<file path="src/hdl/endpoint_cfg.svh">
`ifndef ENDPOINT_CFG_SVH
`define ENDPOINT_CFG_SVH

// system clock in Hz, one cycle is 100 ns
`define ENDPOINT_CLK_FREQUENCY 10_000_000

// serial bit rate, ten clocks per bit at the clock above
`define ENDPOINT_BAUD_RATE 1_000_000

// number of 32-bit word registers in the target
`define ENDPOINT_REG_COUNT 16

// cycles request_stall stays high once an access begins
`define ENDPOINT_STALL_CYCLES 2

`endif

</file>
<file path="src/hdl/phy_types_pkg.sv">
package phy_types_pkg;

    // one received serial byte
    typedef logic [7:0] byte_t;

    typedef logic [3:0] bit_count_t; // counts data bits within a byte

    // receiver states, error holds until the next falling edge on the line
    typedef enum logic [2:0] {
        rxs_idle,
        rxs_start,
        rxs_receive,
        rxs_stop,
        rxs_done,
        rxs_error
    } rx_state_e;

endpackage

</file>
<file path="src/hdl/bus_types_pkg.sv">
package bus_types_pkg;

    // address and data are both full words on the register bus
    typedef logic [31:0] word_t;

    typedef logic [3:0] reg_index_t; // selects one word register

    // frame assembly states of the command FSM
    typedef enum logic [1:0] {
        bus_idle,
        bus_addr,
        bus_data,
        bus_send
    } bus_state_e;

endpackage

</file>
<file path="src/hdl/bus_protocol_if.sv">
`timescale 1ns/10ps

interface bus_protocol_if;
    import bus_types_pkg::*;

    word_t addr;
    word_t wdata;
    word_t rdata;
    logic  ren;
    logic  wen;
    logic  request_stall; // access completes in the first cycle this is low

    modport requester (
        output addr,
        output wdata,
        output ren,
        output wen,
        input  rdata,
        input  request_stall
    );

    modport responder (
        input  addr,
        input  wdata,
        input  ren,
        input  wen,
        output rdata,
        output request_stall
    );

endinterface

</file>
<file path="src/hdl/uart_byte_rx.sv">
`timescale 1ns/10ps

`include "endpoint_cfg.svh"

module uart_byte_rx #(
    parameter int frequency = `ENDPOINT_CLK_FREQUENCY,
    parameter int baud_rate = `ENDPOINT_BAUD_RATE
) (
    input  logic                 clk,
    input  logic                 n_rst,
    input  logic                 serial_in,
    output phy_types_pkg::byte_t rx_data,
    output logic                 rx_done,
    output logic                 rx_err
);
    import phy_types_pkg::*;

    localparam int bit_clocks = frequency / baud_rate;
    localparam int half_clocks = bit_clocks / 2;
    localparam int cnt_width = $clog2(bit_clocks);

    // counter reload values, the sample happens when the count reaches zero
    localparam logic [cnt_width-1:0] full_load = cnt_width'(bit_clocks - 1);
    localparam logic [cnt_width-1:0] half_load = cnt_width'(half_clocks - 1);
    localparam bit_count_t last_bit = bit_count_t'(7);

    rx_state_e state;
    logic [1:0] sync_q;
    logic line;
    logic line_prev;
    logic fall;
    logic [cnt_width-1:0] clk_cnt;
    bit_count_t bit_cnt;
    byte_t shift_q;
    logic shift_en;

    // two flops in front of everything, the line idles high
    always_ff @(posedge clk, negedge n_rst) begin
        if (!n_rst) begin
            sync_q    <= 2'b11;
            line_prev <= 1'b1;
        end else begin
            sync_q    <= {sync_q[0], serial_in};
            line_prev <= line;
        end
    end

    assign line = sync_q[1];
    assign fall = line_prev & ~line; // a new byte only starts on a real falling edge

    always_ff @(posedge clk, negedge n_rst) begin
        if (!n_rst) begin
            state   <= rxs_idle;
            clk_cnt <= '0;
            bit_cnt <= '0;
        end else begin
            case (state)
                rxs_idle, rxs_error: begin
                    if (fall) begin
                        state   <= rxs_start;
                        clk_cnt <= half_load;
                    end
                end
                rxs_start: begin
                    if (clk_cnt != '0) begin
                        clk_cnt <= clk_cnt - 1'b1;
                    end else if (line) begin
                        state <= rxs_error; // start bit did not last half a bit
                    end else begin
                        state   <= rxs_receive;
                        clk_cnt <= full_load;
                        bit_cnt <= '0;
                    end
                end
                rxs_receive: begin
                    if (clk_cnt != '0) begin
                        clk_cnt <= clk_cnt - 1'b1;
                    end else begin
                        clk_cnt <= full_load;
                        bit_cnt <= bit_cnt + 1'b1;
                        if (bit_cnt == last_bit) begin
                            state <= rxs_stop;
                        end
                    end
                end
                rxs_stop: begin
                    if (clk_cnt != '0) begin
                        clk_cnt <= clk_cnt - 1'b1;
                    end else if (line) begin
                        state <= rxs_done;
                    end else begin
                        state <= rxs_error;
                    end
                end
                rxs_done: begin
                    state <= rxs_idle;
                end
                default: begin
                    state <= rxs_idle;
                end
            endcase
        end
    end

    // data arrives least significant bit first
    assign shift_en = (state == rxs_receive) && (clk_cnt == '0);

    always_ff @(posedge clk) begin
        if (shift_en) begin
            shift_q <= {line, shift_q[7:1]};
        end
    end

    assign rx_data = shift_q;
    assign rx_done = (state == rxs_done);
    assign rx_err  = (state == rxs_error);

endmodule

</file>
<file path="src/hdl/bus_command_fsm.sv">
`timescale 1ns/10ps

module bus_command_fsm (
    input  logic                 clk,
    input  logic                 n_rst,
    input  phy_types_pkg::byte_t rx_data,
    input  logic                 rx_done,
    input  logic                 rx_err,
    bus_protocol_if.requester    bus_if
);
    import bus_types_pkg::*;

    bus_state_e state;
    logic [1:0] byte_cnt;
    logic read_flag;
    logic last_byte;

    assign last_byte = (byte_cnt == 2'd3);

    always_ff @(posedge clk, negedge n_rst) begin
        if (!n_rst) begin
            state     <= bus_idle;
            byte_cnt  <= '0;
            read_flag <= 1'b0;
        end else begin
            case (state)
                bus_idle: begin
                    // the command byte, bit 0 picks read or write
                    if (rx_done) begin
                        read_flag <= rx_data[0];
                        byte_cnt  <= '0;
                        state     <= bus_addr;
                    end
                end
                bus_addr: begin
                    if (rx_err) begin
                        state <= bus_idle; // partial frame is thrown away
                    end else if (rx_done) begin
                        byte_cnt <= byte_cnt + 1'b1;
                        if (last_byte) begin
                            state <= bus_data;
                        end
                    end
                end
                bus_data: begin
                    if (rx_err) begin
                        state <= bus_idle;
                    end else if (rx_done) begin
                        byte_cnt <= byte_cnt + 1'b1;
                        if (last_byte) begin
                            state <= bus_send;
                        end
                    end
                end
                bus_send: begin
                    if (!bus_if.request_stall) begin
                        state <= bus_idle;
                    end
                end
                default: begin
                    state <= bus_idle;
                end
            endcase
        end
    end

    // address and data bytes come least significant first
    always_ff @(posedge clk) begin
        if (rx_done && state == bus_addr) begin
            bus_if.addr[{byte_cnt, 3'b000} +: 8] <= rx_data;
        end
        if (rx_done && state == bus_data) begin
            bus_if.wdata[{byte_cnt, 3'b000} +: 8] <= rx_data;
        end
    end

    assign bus_if.ren = (state == bus_send) && read_flag;
    assign bus_if.wen = (state == bus_send) && !read_flag;

endmodule

</file>
<file path="src/hdl/register_target.sv">
`timescale 1ns/10ps

`include "endpoint_cfg.svh"

module register_target (
    input  logic              clk,
    input  logic              n_rst,
    bus_protocol_if.responder bus_if
);
    import bus_types_pkg::*;

    localparam int reg_count = `ENDPOINT_REG_COUNT;
    localparam int stall_cycles = `ENDPOINT_STALL_CYCLES;
    localparam int stall_width = $clog2(stall_cycles + 1);
    localparam logic [stall_width-1:0] stall_last = stall_width'(stall_cycles);

    word_t regs [reg_count];
    reg_index_t index;
    logic in_range;
    logic request;
    logic complete;
    logic [stall_width-1:0] stall_cnt;

    assign request  = bus_if.ren | bus_if.wen;
    assign index    = bus_if.addr[5:2];
    assign in_range = bus_if.addr < word_t'(4 * reg_count); // byte addresses of the bank

    // stall is high from the first request cycle until the count runs out
    assign bus_if.request_stall = request && (stall_cnt != stall_last);
    assign complete = request && !bus_if.request_stall;

    always_ff @(posedge clk, negedge n_rst) begin
        if (!n_rst) begin
            stall_cnt <= '0;
        end else if (!request || complete) begin
            stall_cnt <= '0;
        end else begin
            stall_cnt <= stall_cnt + 1'b1;
        end
    end

    always_ff @(posedge clk, negedge n_rst) begin
        if (!n_rst) begin
            for (int i = 0; i < reg_count; i++) begin
                regs[i] <= '0;
            end
        end else if (complete && bus_if.wen && in_range) begin
            regs[index] <= bus_if.wdata;
        end
    end

    // out of range reads come back as zero
    assign bus_if.rdata = in_range ? regs[index] : '0;

endmodule

</file>
<file path="src/hdl/uart_bus_endpoint.sv">
`timescale 1ns/10ps

module uart_bus_endpoint (
    input  logic                 clk,
    input  logic                 n_rst,
    input  logic                 serial_in,
    output bus_types_pkg::word_t rdata,
    output logic                 rdata_valid,
    output logic                 frame_error
);
    import phy_types_pkg::*;

    byte_t rx_data;
    logic rx_done;
    logic rx_err;

    bus_protocol_if bus_if ();

    uart_byte_rx rx_i (
        .clk       (clk),
        .n_rst     (n_rst),
        .serial_in (serial_in),
        .rx_data   (rx_data),
        .rx_done   (rx_done),
        .rx_err    (rx_err)
    );

    bus_command_fsm fsm_i (
        .clk     (clk),
        .n_rst   (n_rst),
        .rx_data (rx_data),
        .rx_done (rx_done),
        .rx_err  (rx_err),
        .bus_if  (bus_if.requester)
    );

    register_target target_i (
        .clk    (clk),
        .n_rst  (n_rst),
        .bus_if (bus_if.responder)
    );

    // read data is only meaningful in the cycle the read completes
    assign rdata       = bus_if.rdata;
    assign rdata_valid = bus_if.ren & ~bus_if.request_stall;
    assign frame_error = rx_err;

endmodule

</file>
<file path="config.mk">
export PLATFORM = sky130hd
export DESIGN_NAME = uart_bus_endpoint
export DESIGN_NICKNAME = d
export VERILOG_FILES = /design/src/hdl/phy_types_pkg.sv /design/src/hdl/bus_types_pkg.sv /design/src/hdl/bus_protocol_if.sv /design/src/hdl/uart_byte_rx.sv /design/src/hdl/bus_command_fsm.sv /design/src/hdl/register_target.sv /design/src/hdl/uart_bus_endpoint.sv
export VERILOG_INCLUDE_DIRS = /design/src /design/src/hdl
export SDC_FILE = /design/constraint.sdc
export NUM_CORES = 1
export LEC_CHECK = 0
export ABC_CLOCK_PERIOD_IN_PS = 2800
export BUFFER_PORTS_ARGS = -buffer_cell sky130_fd_sc_hd__buf_2
export CORE_ASPECT_RATIO = 0.8
export CORE_MARGIN = 4
export CORE_UTILIZATION = 46
export CTS_BUF_LIST = sky130_fd_sc_hd__clkbuf_4 sky130_fd_sc_hd__clkbuf_8
export DETAILED_ROUTE_END_ITERATION = 16
export HOLD_SLACK_MARGIN = 0.08
export SYNTH_ARGS = -nofsm -noshare
export SYNTH_HDL_FRONTEND = slang
export SYNTH_HIERARCHICAL = 1
export SYNTH_SLANG_ARGS = --single-unit
</file>
<file path="constraint.sdc">
create_clock -name clk -period 2.8 [get_ports clk]
set_input_delay 0.28 -clock clk [delete_from_list [all_inputs] [get_ports clk]]
set_output_delay 0.28 -clock clk [all_outputs]
set_load 0.05 [all_outputs]
</file>
* Yosys cells after proc, flatten, opt, wreduce, memory -nomap -nowiden
Cells that the tools add are included.
** Word-level totals
- Flip-flop bits (word level) :: 605
- Bits of input ports :: 3
- Output and inout port bits :: 34
- Word-level logic and storage cells :: 141
** Operators by class
- Add/sub/neg operators :: 5
- Order comparisons :: 3
- Equality and inequality tests :: 27
- Shifts and indexed selects :: 2
- Muxes and demuxes :: 41
- Bitwise gates (word level) :: 6
- Reductions and logical operators :: 29
** Operators by type and width (count)
- bitwise mux 512 bit :: 1
- binary-select mux 32 bit (select 4 bit) :: 1
- demux 32 bit (select 4 bit) :: 1
- 2-to-1 mux 32 bit :: 4
- bitwise mux 32 bit :: 2
- less-than comparator 32 x 7 -> 1 bit (second input constant) :: 1
- 2-to-1 mux 4 bit :: 8
- variable shift 8 x 7 -> 32 bit (first input constant) :: 1
- variable part select 8 x 7 -> 32 bit :: 1
- 2-to-1 mux 2 bit :: 12
- 2-to-1 mux 3 bit :: 6
- case mux 4 bit (4 select lines) :: 1
- != test 2 bit (second input constant) :: 7
- != test 3 x 2 -> 1 bit (second input constant) :: 4
- case mux 3 bit (4 select lines) :: 1
- AND reduction 4 bit :: 3
- logical AND 1 bit :: 10
- != test 2 x 1 -> 1 bit (second input constant) :: 5
- case mux 2 bit (4 select lines) :: 1
- case mux 4 bit (2 select lines) :: 1
- nonzero test 4 bit :: 2
- negator 5 -> 7 bit :: 1
- equality test 2 bit (second input constant) :: 3
- equality test 3 x 2 -> 1 bit (second input constant) :: 2
- other kinds (26) :: 34

* Logic depth before layout (Yosys ltp)
- Depth in word-level cells :: 8
- Gate-level depth with buffers :: 9
- Mapped depth without buffers :: 9

* By module
The synthesis kept the hierarchy.
** Modules (own cells, without submodules)
- register_target :: instances 1, cells each 1426, area an instance 23249.8 um^2, seq. area each 12862.3 um^2
- bus_command_fsm :: instances 1, cells each 159, area an instance 2635.0 um^2, seq. area each 2047.0 um^2
- uart_byte_rx :: instances 1, cells each 97, area an instance 1061.0 um^2, seq. area each 594.3 um^2
- uart_bus_endpoint :: instances 1, cells each 1, area an instance 13.8 um^2, seq. area each 0.0 um^2

* Worst setup path after synthesis
No wires, ideal clock.
- Kind :: flip-flop to output port
- From :: reg fsm_i.bus_if.addr[14]
- To :: out rdata[10]
- Arrival time :: 2671 ps
- Data required time :: 2520 ps
- Slack :: -151 ps
- Cell stages (with the launch flop) :: 8
- Buffers on the path :: 3
- Path through :: edfxtp_1 > nor4_1 > nand3_1 > buf_2 > or2_2 > clkbuf_1 > clkbuf_1 > a21oi_1
** On the way
- Longest elaborated chain between the ends :: 2
** RTL lines
- from (decl) :: RTL line bus_protocol_if.sv:14 : output addr,
- from (signal, indexed assignment) :: RTL line bus_command_fsm.sv:70 : bus_if.addr[{byte_cnt, 3'b000} +: 8] <= rx_data;
- less-than comparator 32 x 7 -> 1 bit :: RTL line register_target.sv:26 : assign in_range = bus_if.addr < word_t'(4 * reg_count);
- 2-to-1 mux 32 bit :: RTL line register_target.sv:53 : assign bus_if.rdata = in_range ? regs[index] : '0;
- to (decl) :: RTL line uart_bus_endpoint.sv:7 : output bus_types_pkg::word_t rdata,
Every way passes these cells.

* Worst setup path after layout
- From :: reg fsm_i.bus_if.addr[2]
- To :: out rdata[12]
** On the way
- Longest elaborated chain between the ends :: 5
- Elaborated cells on any way between the ends :: 6
- Classes of those cells :: order compare: 1; mux: 4; bitwise: 1
** RTL lines (RTL line)
- branches (longest 4 deep; another with less-than comparator 32 x 7 -> 1 bit)
- 2-to-1 mux 32 bit (*) :: register_target.sv:53
Every way passes the cells marked *. The select of a mux whose other input is x is not followed.

==> results by group <==
GRT
  • M1 GR Usage: 32.06%
  • Total Routing Usage GR: 21.78%
  • Grt peak-use layer: met2
  • GR Util met2: 33.30%
  • Overflow after GRT: 0
  • First-pass GRT wire length: 104.0 mm
  • Vias in the first global route: 16680
  • Antenna violations before repair: 0
  • Largest net degree at the start of global routing: 80
  • Met3 usage: 4.597%

Place
  • Placer Congestion: 0.8132
  • Pre-CTS setup slack: 0.2417 ns
  • # port buffers: 36
  • Detailed Place HPWL: 39.89 mm
  • Placed insts: 2421

Setup path
  • Worst R2R Start: fsm_i/bus_if.addr[2]
  • WS Path Type: reg -> out
  • Reg2reg setup slack: 0.21 ns
  • Worst Path Required: 2.52 ns
  • Worst path max stage delay: 0.50 ns
  • Slowest cell on crit path: mux4_2
  • Setup crit start: fsm_i/bus_if.addr[2]
  • Crit-path max FO: 7
  • CP arrival: 2.65 ns
  • Worst setup EP type: primary output
  • Cell count of the worst reg-to-reg path: 8
  • Worst path cell trace: buf_8, buf_12, buf_16, mux4_2, a22oi_2, a21oi_2, buf_6
  • Setup crit start kind: flip-flop

Floorplan
  • Core Area: 57290 µm²
  • # rows: 78
  • Die width: 278.4 µm
  • Ports: 37
  • Total Die Area: 62430 µm²
  • Die H: 224.3 µm
  • Initial Util: 46.96%

Timing
  • Worst Tran Pin Value: 0.8019 ns
  • Achievable frequency: 0.3408 GHz
  • Period utilization: 104.8%
  • Slew Viols, Final: 0
  • RSZ-0062 raised after global routing: yes
  • Slew HR: 46.54%
  • TNS Setup: -2.229 ns
  • WHS: 0.2026 ns
  • Final Hold Vio Count: 0
  • Setup Viol. Count Final: 31
  • Minimum clock period after layout: 2.934 ns
  • Final WS setup: -0.1344 ns
  • Skew final: 0.03730 ns

Detailed routing
  • Drt via density: 5.844
  • Final WL: 66.55 mm
  • WL per Instance: 25.30 µm
  • DRC viols: 0
  • Initial DRC Count: 945
  • Via count: 15370
  • Post-route antenna net violation count: 0
  • DRT Pass-1 Iters: 5

CTS
  • Clk Latency, worst-skew pair: 0.71 ns
  • CTS tree: yes
  • Clock Pin Slew Worst Setup and Hold Paths: 0.06 ns
  • CTS buffer count: 98
  • Clock Tree Root: clkbuf_8
  • H-Tree Level Count: 3
  • Clock buffer depth: 3
  • Clk sinks: 603

Power
  • Net Sw Frac: 24.29%
  • Leakage: 0.01458 µW
  • Clock power share: 42.6%
  • Psw: 4413 µW
  • Max VDD drop: 379.2 µV
  • Part of the power in registers: 50.2%
  • Pwr Density: 572.7 nW/µm²
  • Internal power: 13760 µW
  • Combinational power share: 7.2%

Outcome
  • Status: finished, violations left
  • Failing checks: setup timing

Worst hold path
  • Min-Delay Path Class: in -> async

Logic synthesis
  • Cell area after synthesis: 26900 µm²
  • Syn. warnings: 6
  • Cell count after synthesis: 1681
  • Avg Cell Area, Syn: 16.00 µm²
  • Synth Net Count: 1697

Finish
  • Non-filler instance count after layout: 2630
  • Share of layout cells above drive strength 1: 55.94%
  • Most common cell after layout, fill and taps aside: dfrtp_1
  • N_diodes: 0
  • Most frequent cells in the layout: dfrtp_1 (530), mux2_2 (464), mux4_2 (128), clkbuf_8 (113), edfxtp_1 (70)
  • Area grow syn2layout: 17.93%
  • Layout Nets: 1813

Flow run
  • Maxcap violations: 0
[final timing paths]
path	end
setup / recovery	rdata[12]
hold / removal	target_i/regs[126]
setup reg to reg	target_i/regs[97]
hold reg to reg	rx_i/sync_q[1]
max in group asynchronous	target_i/regs[345]
min in group clk	rx_i/sync_q[0]
[layer usage]
metal  vias up  share of wire (%)
li1       6587                  -
met1      8339                 47
met2       343                 46
met3       100                4.6
met4         0                2.1
met5         -                  0
[flip-flops by register name, summed over array words and instances (netlist names), 2 cells and up]
name                count
target_i/regs         512
fsm_i/bus_if.wdata     32
fsm_i/bus_if.addr      30
rx_i/rx_data            8
rx_i/bit_cnt            4
rx_i/clk_cnt            4
rx_i/state              3
fsm_i/byte_cnt          2
fsm_i/state             2
rx_i/sync_q             2
target_i/stall_cnt      2
[critical path: cells and delay by family (launching register included)]
kind / cells / cell delay (ns)
buf+inv: 4 / 0.65
mux: 1 / 0.50
flops: 1 / 0.36
compound gates: 2 / 0.42
[layout make-up]
cell class,instances,area [µm²]
Timing Repair Buffer,152,1988
Tap cell,760,950.9
Inverter,17,63.81
Multi-Input combinational cell,925,11280
Clock buffer,160,1908
Fill cell,4510,25560
Clock inverter,13,87.58
Sequential cell,603,15440
[per-stage QoR]
stage	util, %	power [µW]	instance area, µm²
2_1_floorplan	-	10050	26900
3_3_place_gp	49.80	10510	28530
3_5_place_dp	49.80	10530	28530
4_1_cts	55.25	18410	31650
5_1_grt	55.38	18950	31720
6_report	55.38	18170	31720
[power by group through the flow]
stage          Sequential [µW]  Combinational (µW)  Clock, µW
2_1_floorplan             9220                 834          0
3_3_place_gp              9280                1230          0
3_5_place_dp              9280                1250          0
4_1_cts                   9120                1310       7970
5_1_grt                   9140                1460       8350
6_report                  9130                1310       7740
[repair_timing]
item	in CTS	in global routing
cloned	10	2
endpoints found under the hold margin	76	0
resized for setup	149	23
endpoints found under the setup margin	32	32
setup buffers	25	2
pin swaps	48	22
hold buffers	2	0
Note: power is estimated with default switching activity, not from simulation.
